<file path="config.mk">
export PLATFORM = sky130hd
export DESIGN_NAME = latency_ctrl
export DESIGN_NICKNAME = d
export VERILOG_FILES = /design/src/logic/eth_xc_pkg.sv /design/src/logic/latency_ctrl.sv
export VERILOG_INCLUDE_DIRS = /design/src /design/src/include
export SDC_FILE = /design/constraint.sdc
export NUM_CORES = 1
export LEC_CHECK = 0
export ABC_CLOCK_PERIOD_IN_PS = 4100
export BUFFER_PORTS_ARGS = -buffer_cell sky130_fd_sc_hd__buf_2
export CORE_AREA = 2 2 39 41
export CTS_CLUSTER_DIAMETER = 100
export DETAILED_ROUTE_END_ITERATION = 7
export DIE_AREA = 0 0 41 43
export PLACE_DENSITY = 0.46
export SLEW_MARGIN = 20
export SYNTH_ARGS = -nofsm -noshare
export SYNTH_HDL_FRONTEND = slang
export SYNTH_SLANG_ARGS = --single-unit
</file>
<file path="constraint.sdc">
create_clock -name clk156 -period 4.1 [get_ports clk156]
set_input_delay 0.205 -clock clk156 [delete_from_list [all_inputs] [get_ports clk156]]
set_output_delay 0.205 -clock clk156 [all_outputs]
set_load 0.02 [all_outputs]
</file>
<file path="src/include/eth_xc_config.svh">
`ifndef ETH_XC_CONFIG_SVH
`define ETH_XC_CONFIG_SVH

// beat payload of the 10G stream
`define ETH_DATA_W 64
`define ETH_KEEP_W 8

// emulated link latency in clk156 cycles
`define ETH_DELAY_CYCLES 16

// delay ring holds one slot per cycle of latency, so it
// has to be deeper than ETH_DELAY_CYCLES
`define ETH_DELAY_DEPTH 32

// beats held while the tx side is stalled
`define ETH_EGRESS_DEPTH 8

// saturating drop counter
`define ETH_DROP_W 16

`endif
</file>
<file path="src/logic/eth_xc_pkg.sv">
`default_nettype none

`include "eth_xc_config.svh"

package eth_xc_pkg;

	// one stream beat, 73 bits with the default widths
	typedef struct packed {
		logic [`ETH_DATA_W-1:0] data;
		logic [`ETH_KEEP_W-1:0] keep;
		logic                   last;
	} beat_t;

	// one sampled rx cycle, idle cycles carry valid low
	typedef struct packed {
		logic  valid;
		beat_t beat;
	} slot_t;

	// latency controller sequence
	typedef enum logic [1:0] {
		IDLE    = 2'd0, // held in reset
		FILL    = 2'd1, // capturing, nothing released yet
		RELEASE = 2'd2  // steady state
	} xc_state_t;

endpackage

`default_nettype wire

</file>
<file path="src/logic/latency_ctrl.sv">
`timescale 1ns/1ps
`default_nettype none

`include "eth_xc_config.svh"

module latency_ctrl (
	input  logic clk156,
	input  logic eth_rst,
	output logic capture,
	output logic release_en,
	output logic delay_active
);

	import eth_xc_pkg::*;

	localparam int cnt_w = $clog2(`ETH_DELAY_CYCLES) + 1;

	xc_state_t          state;
	logic [cnt_w-1:0]   wait_cnt; // cycles spent in FILL

	always_ff @(posedge clk156) begin
		if (eth_rst) begin
			state    <= IDLE;
			wait_cnt <= '0;
		end else begin
			unique case (state)
				IDLE: state <= FILL;
				FILL: begin
					if (wait_cnt == cnt_w'(`ETH_DELAY_CYCLES - 1))
						state <= RELEASE; // ring now holds the full delay
					else
						wait_cnt <= wait_cnt + 1'b1;
				end
				RELEASE: state <= RELEASE; // stays until reset
				default: state <= IDLE;
			endcase
		end
	end

	// both directions share one capture and release schedule
	assign capture      = (state == FILL) || (state == RELEASE);
	assign release_en   = (state == RELEASE);
	assign delay_active = (state == RELEASE);

endmodule

`default_nettype wire

</file>
; Yosys cells after proc, flatten, opt, wreduce, memory -nomap -nowiden
; Cells that the tools add are included.
[totals]
regBits = 7
out_inout_bits = 3
romBits = 0
wordCells = 13
ram_bits = 0
latchBits = 0
n_memories = 0
[op_classes]
n_bitwise = 1
n_eq_ne = 4
n_addsub = 1
n_lt_le_gt_ge = 0
n_reduce_logical = 3
muxes = 2
multipliers = 0
div = 0
shift = 0
[ops]
columns = op, count
row1 = $pmux 2 s3, 1
row2 = $add 5x1->5 const B, 1
row3 = $eq 5x4->1 const B, 1
row4 = $eq 2x1->1 const B, 1
row5 = $eq 2x2->1 const B, 1
row6 = $logic_not 2->1, 1
row7 = $mux 2, 1
row8 = $ne 2x2->1 const B, 1
row9 = $reduce_and 2->1, 1
row10 = $logic_or 1x1->1, 1
row11 = $not 1->1, 1

; Depth between registers and ports, before layout
; Gate-level depths: netlist (run 1).
[depth]
depth_word = 3
depth_mapped = 7
depth_no_buf = 6

; Worst setup path before layout (run 1)
; Ideal clock, no wire load.
[synth_path]
path_type = register to register
from = register wait_cnt[0]
to = register wait_cnt[3]
path_stages_with_launch = 8
path_buffers = 1
path_slack_ns = 2.460
setup_ns = 0.123
arrival_time_ns = 1.516
period_less_slack_ns = 1.640
cell_sequence = dfxtp_1 > ha_1 > and3_1 > ha_1 > nor2b_4 > buf_6 > nand4_1 > mux2_1
[synth_via]
elab_chain_len = 3
elab_cells_between_ends = 4
[synth_lines]
columns = element, line
row1 = start: declaration, latency_ctrl.sv:19  ; logic [cnt_w-1:0] wait_cnt;
row2 = start signal: assignment, latency_ctrl.sv:32  ; wait_cnt <= wait_cnt + 1'b1;
row3 = branches (longest 3 deep; another with $add 5x1->5), n/a
; Parallel ways; which one is timed is not known.
; A chain may end at the register's enable or synchronous reset.

; Worst setup path after layout (run 1)
; Same ends and word-level chain as after synthesis.

==> results by stage, run 1 <==
Worst setup path:
- The data arrival time of the worst path is between 1.5 and 2 ns.
- The startpoint kind of the worst setup timing path is a register.
- The critical path in this run is classified as register to register.
- Walking the worst path, the cells encountered are ha_1 > and3_1 > ha_1 > nor2b_4 > nand4_1 > mux2_1.
- The critical path required time is 4.23 ns.
- By instance count, the cell type seen most on the critical path is sky130_fd_sc_hd__ha_1.
- For this design, the slowest cell found on the critical path is sky130_fd_sc_hd__dfxtp_1.
- In this run the worst path has a maximum fanout of 7.
- STA classifies the critical path endpoint as a register.
- The stage delay of the slowest cell on the critical path is 0.33 ns.

Placement:
- After detailed placement, the total cell area comes to 387 sq um.
- The count of buffers added on input and output ports is 4.
- The half-perimeter wire length after placement is 461 microns.
- Routability-driven placement finished with a final weighted congestion of 0.622.

STA:
- Setup violations remaining at the end of the flow were counted as 0.
- Measured against its own limit, the worst slew margin works out to 0.852.
- On the final layout, the worst hold slack is approximately 0.22 ns.
- The number of endpoints with negative hold slack in the final report is 0.
- The final total negative setup slack is 0 ns.
- Derived from the worst setup path, the maximum achievable clock frequency is 572 MHz.
- Counting I/O delays and the setup requirement, the final critical path takes between 1.5 and 2 ns.
- The final setup skew is 0.00289 ns.
- Setup repair after global routing left no endpoint under its margin.
- In the finished design, the share of the clock period the worst path needs comes to 0.426.
- At the pin with the least slew margin, the transition time is 0.221 ns.
- The final-report max-slew violation count is 0.

Yosys:
- The count of unique library cells instantiated by Yosys is 17.
- The post-synthesis sequential element count is 7.
- The main combinational cell family by area after synthesis is simple AND/OR/NAND/NOR gates.
- The compound-cell area share of the yosys netlist came to 0.0203.
- The number of synthesis warnings is 0.
- Counting every instance in the synthesized netlist gives 37.
- The net count after synthesis is 44.
- The adder-cell share of the synthesized area is 0.169.
- The synthesized netlist occupies a cell area of 369 sq um.
- The post-synthesis share of cell area spent on and, or, nand and nor gates is 0.180.
- Of the total synthesized cell area, the portion taken by XOR and XNOR cells is 0.0475.
- The average footprint of a synthesized cell is about 10 sq um.
- For this run, the register share of the synthesized area comes to 0.380.
- The post-synthesis mux area share is 0.112.

Power:
- The total power of the final layout is between 0.0002 and 0.0003 W.
- Summed over all cells, the static leakage comes to 0.188 nW.
- VDD sags by at most around 0.00022 V.
- In this run the power density over the cells is about 640 nW/um^2.

Floorplan:
- The standard cell core area is 1380 sq um.
- The x dimension of the die is around 40 microns.
- For this configuration, the core starts out at a cell density of 0.267.
- Pin placement for this block handled 5 I/O pins.
- The die covers 1760 sq um.
- The die is 43 microns tall.
- The floorplan row count is 14.

Route:
- The initial DRC count is 3.
- The number of vias in the routed layout is 243.
- The pre-antenna-repair detailed-routing pass consisted of 2 iterations.
- Using the TritonRoute via totals, the vias-per-cell ratio works out to 4.19.
- In the routed design, unresolved DRC markers number 0.
- The wire length per cell after detailed routing is 10.1 microns.
- The count of nets left with antenna violations once routing finished came out at 0.
- The final layout contains routed wiring with a total length of 585 microns.

Clock tree:
- Once the clock tree was built, the resizer swapped 0 gates to a different size.
- Counting every sink on the clock net gives 7.
- The depth of the CTS H-tree is 1.
- The clock root buffer is sky130_fd_sc_hd__clkbuf_4.
- For the worst-skew pair, the clock arrives at the later sink with an insertion delay of between 0.2 and 0.3 ns.
- TritonCTS created 3 clock buffers.
- The number of hold-repair buffers added at the cts stage is 0.
- The post-CTS setup buffer count is 0.
- The clock transition at the registers of the reported paths is 0.05 ns.
- No sink is reached through more buffers than the 2 on the longest clock path.
- The TritonCTS clock tree is yes.

Global route:
- Entering global routing, the biggest net connects 9 pins.
- The first global-routing pass estimated 1020 microns of wire.
- The initial antenna violation count is 0.
- Across every metal layer, demand over resource in global routing totals 0.0889.
- The via count of the first global-routing pass came to 261.
- The global route total overflow is 0.

Cells and area:
- The final net count is 50.
- The antenna cell count is 0.
- Leaving out fill and tap cells, the most frequent cells in the layout are sky130_fd_sc_hd__nor2_1, sky130_fd_sc_hd__dfxtp_1, sky130_fd_sc_hd__ha_1, sky130_fd_sc_hd__buf_2.
- In the final layout, the share of cells above drive strength 1 is 0.190.
- The area of all placed cells without fillers is 413 sq um.
- At the end of the flow the core is filled with cells to 0.298.
- The area added between synthesis and finish is 11.9%.

Outcome:
- The run finished with clean final reports.

Min path:
- The class of the most critical hold timing path is primary input to register.

Flow run:
- The tool flagged a number of max-cap violations equal to 0.
[where the power goes]
part	internal [W]	switching [W]
logic	0.0000458	0.0000589
clock network	0.0000372	0.0000259
registers	0.0000847	0.0000114
total	0.000168	0.0000961
[final timing paths]
| path | startpoint | endpoint | slack (ns) | cells past startpoint |
|---|---|---|---|---|
| hold / removal | eth_rst | wait_cnt[0] | 0.22 | 2 |
| setup / recovery | wait_cnt[0] | wait_cnt[3] | 2.35 | 6 |
| setup reg to reg | wait_cnt[0] | wait_cnt[3] | 2.35 | 6 |
| hold reg to reg | wait_cnt[4] | wait_cnt[4] | 0.50 | 2 |
[worst max-delay path: cells and delay by family, from the launching register on]
family / cells / cell delay [ns]
mux: 1 / 0.32
fa+ha+maj: 2 / 0.43
simple gates: 3 / 0.54
flops: 1 / 0.33
[Yosys cell counts, drive strengths merged]
cell,count,share of area
dfxtp,7,0.38
xor2,1,0.024
and3,1,0.017
ha,5,0.17
a211oi,1,0.020
xnor2,1,0.024
nand3b,1,0.020
nor2b,2,0.054
nand4,1,0.017
buf,3,0.061
mux2i,3,0.081
mux2,1,0.031
nor2,7,0.071
inv,3,0.031
[through the flow]
step	worst slack [ns]	cells
global placement	2.39	54
floorplan	2.46	37
CTS	2.34	58
global route	2.27	58
finish	2.35	58
detailed placement	2.35	54
[layout make-up]
| cell class | count | area (sq um) |
|---|---|---|
| Tap cell | 16 | 20.0 |
| Inverter | 3 | 11.3 |
| Multi-Input combinational cell | 24 | 195 |
| Fill cell | 147 | 971 |
| Clock buffer | 4 | 26.3 |
| Sequential cell | 7 | 140 |
| Timing Repair Buffer | 4 | 20.0 |
[metal layers]
| metal | GRT usage | wire, microns |
|---|---|---|
| met1 | 0.0984 | 257 |
| met2 | 0.134 | 293 |
| met3 | 0.0157 | 16 |
| met4 | 0.0800 | 19 |
| met5 | 0 | 0 |
[flip-flops by register name (all words and copies together) (netlist names)]
name and count:
wait_cnt 5, state 2
[logic make-up (layout without fill, tap and decap cells)]
group	count (synthesis)	in the layout
buf+inv	6	11
mux	4	4
compound gates	1	1
flops	7	7
xor+xnor	2	2
simple gates	12	12
fa+ha+maj	5	5
Power figures use the tool's default switching activity.
==> run 2, diff against run 1 <==
--- a/config.mk
+++ b/config.mk
@@ -6,13 +6,13 @@
 export SDC_FILE = /design/constraint.sdc
 export NUM_CORES = 1
 export LEC_CHECK = 0
-export ABC_CLOCK_PERIOD_IN_PS = 4100
+export ABC_CLOCK_PERIOD_IN_PS = 1450
 export BUFFER_PORTS_ARGS = -buffer_cell sky130_fd_sc_hd__buf_2
 export CORE_AREA = 2 2 39 41
 export CTS_CLUSTER_DIAMETER = 100
 export DETAILED_ROUTE_END_ITERATION = 7
 export DIE_AREA = 0 0 41 43
-export PLACE_DENSITY = 0.46
+export PLACE_DENSITY = 0.48
 export SLEW_MARGIN = 20
 export SYNTH_ARGS = -nofsm -noshare
 export SYNTH_HDL_FRONTEND = slang
==> constraint.sdc (replaced) <==
create_clock -name clk156 -period 1.45 [get_ports clk156]
set_input_delay 0.0725 -clock clk156 [delete_from_list [all_inputs] [get_ports clk156]]
set_output_delay 0.0725 -clock clk156 [all_outputs]
set_load 0.02 [all_outputs]
==> run 2 against run 1 <==
  * The run now ends with negative setup slack left
  * Via count grew 9.1%
  * Sequential power rose to 2.9 times the previous value
  * Critical path type unchanged
  * Fmax up 15%
  * Clock-buffer cell count unchanged
  * First-iteration DRC count fell by 67%
  * Clock power increased to 2.8 times the previous value
  * Critical endpoint unchanged
  * Worst setup slack lost 2.4 ns
  * Register-to-register slack worse by 2.4 ns
  * Flip-flop and latch count unchanged
  * Clock skew decreased by 0.0024 ns
==> results by stage, run 2 (synthesis results as in run 1) <==
Route:
- The initial DRC count is 1 (-2).
- The remaining routing DRC violations was 0 (unchanged).
- The per-cell via count in the routed design is 4.21 (+0.40%).
- The remaining number of nets flagged by the antenna check after routing was 0 (unchanged).
- The number of vias in the routed layout came to 265 (+9.1%).
- The count of TritonRoute iterations in the first routing pass was 2 (unchanged).
- The wire length per cell after detailed routing is 12.4 microns (+23%).
- The wire length after detailed routing is 782 microns (+34%).

STA:
- The highest achievable clock rate is 657 MHz (+15%).
- The pin slew with the least headroom to its limit is 0.187 ns (-0.0341 ns).
- The final setup skew came to 0.000511 ns (-0.00238 ns).
- The number of endpoints with negative hold slack in the final report was 0 (unchanged).
- The minimum period implied by the final worst setup slack came to 1.52 ns (-0.227 ns).
- The final-report max-slew violation count is 0 (unchanged).
- The minimum setup slack in the final design is -0.0717 ns (-2.42 ns).
- The worst hold slack is 0.0842 ns (-0.138 ns).
- The max-slew headroom at the worst pin is 0.875 (+0.0223).
- The number of setup violations in the final report is 3 (+3).
- Setup repair after global routing could not meet its margin everywhere.
- The portion of the clock cycle consumed by the worst path in the final layout is 1.05 (+0.623).

Global route:
- The via count of the first global-routing pass is 290 (+11%).
- The global-route total usage across every layer is 0.123 (+0.0341).
- The pin count of the biggest net entering global routing is 9 (unchanged).
- The initial antenna violation count was 0 (unchanged).
- The global-route wire length before repair was 1300 microns (+28%).
- The global route total overflow is 0 (unchanged).

Worst setup path:
- The class of the most critical setup path is register to register.
- Walking the worst path, the cells encountered are ha_4 > and3_4 > ha_4 > nor2b_4 > nand4_1 > mux2_4.
- The slowest stage of the critical path belongs to the cell sky130_fd_sc_hd__dfxtp_2.
- By instance count, the cell type seen most on the critical path is sky130_fd_sc_hd__ha_4.
- The critical path capture point type is a register.
- Grouping stages by cell kind, the critical path spends the most delay in simple AND/OR/NAND/NOR gates.
- The number of buffers and inverters on the critical path was 0 (unchanged).
- The stage delay of the slowest cell on the critical path is 0.34 ns (about the same).
- The worst-case register-to-register setup slack is -0.07 ns (-2.42 ns).
- STA classifies the critical path startpoint as a register.
- The biggest fanout along the worst timing path came to 4 (-3).
- The data arrival time of the worst path is 1.66 ns (-0.22 ns).
- The critical path required time was 1.59 ns (-2.64 ns).

Outcome:
- The flow ran to the end, but the final reports show violations.
- The final reports fail on negative setup slack.

Floorplan:
- The overall die area is 1760 sq um (unchanged).
- The effective utilization at floorplan is 0.267 (unchanged).
- The x dimension of the die is 41 microns (unchanged).
- The standard cell core area came to 1380 sq um (unchanged).
- The floorplan row count came to 14 (unchanged).
- The die extent in y is 43 microns (unchanged).
- The number of ports placed on the die boundary is 5 (unchanged).

Cells and area:
- The fraction of final layout cells sized beyond drive strength 1 was 0.426 (+0.235).
- The largest register by flop count is wait_cnt.
- The number of flip-flops under the largest register name came to 5 (unchanged).
- The most common cell after layout, fill and taps aside is sky130_fd_sc_hd__nor2_1.
- Leaving out fill and tap cells, the most frequent cells in the layout are sky130_fd_sc_hd__nor2_1, sky130_fd_sc_hd__buf_4, sky130_fd_sc_hd__dfxtp_1, sky130_fd_sc_hd__buf_2.
- The antenna cell count is 0 (unchanged).
- The area added between synthesis and finish is 32.9%.
- The post-route non-filler standard cell count is 63 (+8.6%).
- The largest registers in the layout are wait_cnt (5), state (2).
- The utilization after layout is 0.354 (+0.0561).
- The number of filler instances in the final layout is 151 (+2.7%).
- The final net count is 55 (+10%).

Clock tree:
- The clock transition at the registers of the reported paths came to 0.05 ns (about the same).
- The number of clock sinks seen by CTS is 7 (unchanged).
- The largest buffer count on any clock path is 2 (unchanged).
- TritonCTS built the clock tree.
- The later-pin clock latency in the skew report is 0.25 ns (about the same).
- The TritonCTS buffer count is 3 (unchanged).
- The depth of the CTS H-tree is 1 (unchanged).
- The clock root buffer is sky130_fd_sc_hd__clkbuf_4.

Power:
- The static leakage was 0.215 nW (+14%).
- The switching portion of total power is 0.364 (-0.000885).
- The total net switching power was 0.000313 W (+230%).
- The portion of total power attributed to sequential cells is 0.329 (-0.035).
- The part of the power in combinational logic is 0.466 (+0.069).
- The total power of the final layout came to 0.000860 W (+230%).
- The portion of total power attributed to the clock network is 0.204 (-0.035).
- The peak supply drop was 0.000498 V (+130%).
- The power density of the placed cells is 1750 nW/um^2 (+170%).
- The total internal power is 0.000547 W (+230%).

Min path:
- The tightest min-delay check is of the primary input to register type.

Placement:
- The cell total after placement came to 58 (+7.4%).
- The half-perimeter wire length after placement is 568 microns (+23%).
- The post-place setup slack is -0.0544 ns (-2.41 ns).
- The placer's final routability congestion estimate is 0.658 (+5.9%).
- The number of buffers added on ports is 4 (unchanged).

Flow run:
- The number of max-capacitance violations reported is 0 (unchanged).
run 2: cell types whose count changed in the layout (fill, tap and decap cells not counted), sizes merged:
| cell | change |
|---|---|
| buf | +5 |
run 2: path summary, 6_finish.rpt:
path / from / depth (start not counted) / to
max: wait_cnt[0] / 6 / wait_cnt[3]
min: eth_rst / 2 / wait_cnt[0]
max reg2reg: wait_cnt[0] / 6 / wait_cnt[3]
min reg2reg: wait_cnt[4] / 2 / wait_cnt[4]
run 2: cell type report:
type                            instances  area, sq um  share of cell area
Sequential cell                         7          143               0.291
Inverter                                3         11.3              0.0230
Timing Repair Buffer                    9         57.6               0.117
Tap cell                               16         20.0              0.0408
Multi-Input combinational cell         24          233               0.474
Clock buffer                            4         26.3              0.0536
run 2: what timing repair did:
action | CTS | global route
pin swaps | 3 | 1
hold buffers | 0 | 0
buffers inserted | 1 | 0
endpoints found under the setup margin | 5 | 6
gates resized for setup | 2 | 1
cloned | 0 | 0
run 2: power groups by stage:
stage | Sequential [W] | Combinational, W | Clock (W)
6_report | 0.000283 | 0.000401 | 0.000176
5_1_grt | 0.000288 | 0.000442 | 0.000202
4_1_cts | 0.000280 | 0.000388 | 0.000183
3_5_place_dp | 0.000279 | 0.000375 | 0
3_3_place_gp | 0.000272 | 0.000344 | 0
2_1_floorplan | 0.000272 | 0.000280 | 0
run 2: per-stage QoR:
stage,cell area [sq um],setup TNS (ns)
detailed placement,439,-0.140
floorplan,392,-0.0814
finish,490,-0.124
global route,490,-0.478
global placement,439,-0.0385
CTS,487,-0.107
run 2: metal layers:
| layer | share of wire | vias up | GRT usage |
|---|---|---|---|
| li1 | - | 139 | - |
| met5 | 0 | - | 0 |
| met1 | 0.40 | 118 | 0.127 |
| met2 | 0.54 | 6 | 0.194 |
| met4 | 0.017 | 0 | 0.100 |
| met3 | 0.032 | 2 | 0.0314 |
==> run 3, diff against run 2 <==
--- a/config.mk
+++ b/config.mk
@@ -8,10 +8,10 @@
 export LEC_CHECK = 0
 export ABC_CLOCK_PERIOD_IN_PS = 1450
 export BUFFER_PORTS_ARGS = -buffer_cell sky130_fd_sc_hd__buf_2
-export CORE_AREA = 2 2 39 41
+export CORE_AREA = 5 5 42 44
 export CTS_CLUSTER_DIAMETER = 100
 export DETAILED_ROUTE_END_ITERATION = 7
-export DIE_AREA = 0 0 41 43
+export DIE_AREA = 0 0 47 49
 export PLACE_DENSITY = 0.48
 export SLEW_MARGIN = 20
 export SYNTH_ARGS = -nofsm -noshare
==> run 3 against run 2 <==
  * The run still ends with negative setup slack left
  * Clock skew hardly changed
  * Sequential share of layout area stayed put
  * Global-route usage is 5.7 points lower
  * Via count is 2.6% higher
  * First-iteration DRC count is 100% higher
  * Register-to-register slack better by 0.04 ns
  * Final cell count stayed put
  * Critical path depth stayed put
  * Non-clock buffer count stayed put
  * Critical path type unchanged
  * Fmax is 2.9% higher
  * Hold slack better by 0.00053 ns
==> results by stage, run 3 (synthesis results as in run 1) <==
Clock tree:
- The later-pin clock latency in the skew report is 0.24 ns (about the same).
- The clock transition at the registers of the reported paths is 0.05 ns (about the same).
- The number of clock sinks seen by CTS is 7 (unchanged).
- The TritonCTS clock tree is yes.
- The TritonCTS buffer count is 3 (unchanged).
- The largest buffer count on any clock path is 2 (unchanged).
- The root buffer cell chosen for the clock tree is sky130_fd_sc_hd__clkbuf_4.
- The depth of the CTS H-tree is 1 (unchanged).

Power:
- The portion of total power attributed to the clock network was 0.202 (-0.002).
- The total net switching power is 0.000293 W (-6.2%).
- The total power of the final layout was 0.000833 W (-3.1%).
- The total internal power is 0.000540 W (-1.3%).
- The part of the power in combinational logic was 0.465 (about the same).
- The static leakage came to 0.214 nW (-0.61%).
- The power density of the placed cells is 1700 nW/um^2 (-3.1%).
- The switching portion of total power is 0.352 (-0.0117).
- The portion of total power attributed to sequential cells was 0.333 (+0.004).
- The peak supply drop is 0.000702 V (+41%).

Global route:
- The via count of the first global-routing pass is 283 (-2.4%).
- The met1 usage in global routing is 0.0703 (-0.0567).
- The global route total overflow came to 0 (unchanged).
- The initial antenna violation count was 0 (unchanged).
- The global-route wire length before repair was 1090 microns (-16%).
- The global-route total usage across every layer is 0.0655 (-0.0575).
- The pin count of the biggest net entering global routing is 9 (unchanged).
- The met2 usage in global routing came to 0.104 (-0.0897).
- The most congested layer reported by global routing is met2.
- The routing usage on met3 was 0.0111 (-0.0203).

Cells and area:
- The fraction of final layout cells sized beyond drive strength 1 was 0.426 (unchanged).
- In the final layout, the registers with the most flip-flops are wait_cnt (5), state (2).
- The largest register by flop count is wait_cnt.
- The utilization after layout is 0.350 (-0.00443).
- The final net count is 55 (unchanged).
- The top cell types in the final layout, fill and taps aside, are sky130_fd_sc_hd__nor2_1, sky130_fd_sc_hd__buf_4, sky130_fd_sc_hd__dfxtp_1, sky130_fd_sc_hd__buf_2.
- The post-route non-filler standard cell count is 63 (unchanged).
- The antenna cell count is 0 (unchanged).
- The most common cell after layout, fill and taps aside is sky130_fd_sc_hd__nor2_1.
- The area added between synthesis and finish is 32.9% (unchanged).
- The number of flip-flops under the largest register name is 5 (unchanged).

Worst setup path:
- The most repeated library cell on the critical path is sky130_fd_sc_hd__ha_4.
- The startpoint kind of the worst setup timing path is a register.
- The biggest fanout along the worst timing path is 3 (-1).
- The number of buffers and inverters on the critical path is 0 (unchanged).
- The class of the most critical setup path is register to register.
- The standard cell with the maximum stage delay on the critical path is sky130_fd_sc_hd__dfxtp_2.
- The critical path required time was 1.58 ns (about the same).
- The origin of the worst setup path is wait_cnt[1].
- STA classifies the critical path endpoint as a register.
- The worst register-to-register path begins at wait_cnt[1].
- The stage delay of the slowest cell on the critical path is 0.33 ns (about the same).
- The kind of cell adding the most delay to the critical path is simple AND/OR/NAND/NOR gates.
- Walking the worst path, the cells encountered are ha_4 > and3_4 > ha_4 > nor2b_4 > nand4_1 > mux2_4.
- The data arrival time of the worst path came to 1.61 ns (-0.05 ns).

Placement:
- The number of buffers added on ports came to 4 (unchanged).
- The placer's final routability congestion estimate is 0.785 (+19%).
- The post-place setup slack was -0.0381 ns (+0.0163 ns).
- The half-perimeter wire length after placement came to 557 microns (-2.1%).
- The cell total after placement was 58 (unchanged).

Floorplan:
- The standard cell core area is 1400 sq um (+1.3%).
- The overall die area is 2300 sq um (+31%).
- The die extent in y came to 49 microns (+14%).
- The x dimension of the die is 47 microns (+15%).
- The number of ports placed on the die boundary is 5 (unchanged).
- The floorplan row count is 14 (unchanged).
- The effective utilization at floorplan is 0.263 (-0.00333).

STA:
- The portion of the clock cycle consumed by the worst path in the final layout is 1.02 (-0.0297).
- The highest achievable clock rate is 676 MHz (+2.9%).
- The max-slew headroom at the worst pin is 0.894 (+0.0192).
- Setup repair after global routing could not meet its margin everywhere.
- The minimum period implied by the final worst setup slack is 1.48 ns (-0.0431 ns).
- The pin slew with the least headroom to its limit is 0.156 ns (-0.0308 ns).
- The minimum setup slack in the final design is -0.0286 ns (+0.0431 ns).
- The number of setup violations in the final report is 2 (-1).
- The final setup skew is 0.000326 ns (-0.000186 ns).
- The number of endpoints with negative hold slack in the final report is 0 (unchanged).
- The final-report max-slew violation count is 0 (unchanged).

Route:
- The remaining routing DRC violations is 0 (unchanged).
- The per-cell via count in the routed design is 4.32 (+2.6%).
- The wire length after detailed routing came to 673 microns (-14%).
- The count of TritonRoute iterations in the first routing pass is 3 (+1).
- The remaining number of nets flagged by the antenna check after routing is 0 (unchanged).
- The wire length per cell after detailed routing is 10.7 microns (-14%).
- The number of vias in the routed layout is 272 (+2.6%).
- The initial DRC count was 2 (+1).

Min path:
- The class of the most critical hold timing path is primary input to register.
- The worst hold path startpoint is eth_rst.

Outcome:
- The checks that failed: negative setup slack.
- The flow ran to the end, but the final reports show violations.

Flow run:
- The number of max-capacitance violations reported is 0 (unchanged).
## run 3: cell type report
type,count,area (sq um)
sequential,7,143
multi-input combinational,24,233
tap,16,20.0
timing repair buffer,9,57.6
inverter,3,11.3
clock buffer,4,26.3
fill,150,911
## run 3: final timing paths
path | to | slack [ns] | depth (start not counted)
worst max-delay path | wait_cnt[3] | -0.03 | 6
worst min-delay path | wait_cnt[0] | 0.08 | 2
worst max register to register | wait_cnt[3] | -0.03 | 6
worst min register to register | wait_cnt[4] | 0.50 | 2
## run 3: metal layers
layer  up-vias  wire, microns
met3         0             13
met5         -              0
met2         3            389
met1       126            270
li1        143              -
met4         0              0
## run 3: timing repair
action                     CTS  global route
pin swaps                    3             3
setup buffers                0             1
setup endpoints to repair    4             5
hold buffers                 0             0
gates resized for setup      2             1
## run 3: metrics by stage
| stage | TNS [ns] | hold slack [ns] | cell area, sq um |
|---|---|---|---|
| floorplan | -0.0814 | 0.354 | 392 |
| global placement | -0.00976 | 0.335 | 439 |
| detailed placement | -0.0413 | 0.340 | 439 |
| CTS | -0.0472 | 0.0798 | 479 |
| global route | -0.268 | 0.0899 | 490 |
| finish | -0.0373 | 0.0847 | 490 |
## run 3: worst reg2reg max path, delay by kind of cell (launching register included)
kind / cells / cell delay, ns
simple gates: 3 / 0.41
flops: 1 / 0.33
fa+ha+maj: 2 / 0.31
mux: 1 / 0.31
## run 3: power by group through the flow
stage	clock (W)	sequential, W	combinational [W]
final	0.000168	0.000277	0.000387
after global routing	0.000187	0.000284	0.000421
after CTS	0.000177	0.000278	0.000382
after detailed placement	0	0.000275	0.000373
after global placement	0	0.000272	0.000352
after floorplan	0	0.000272	0.000280
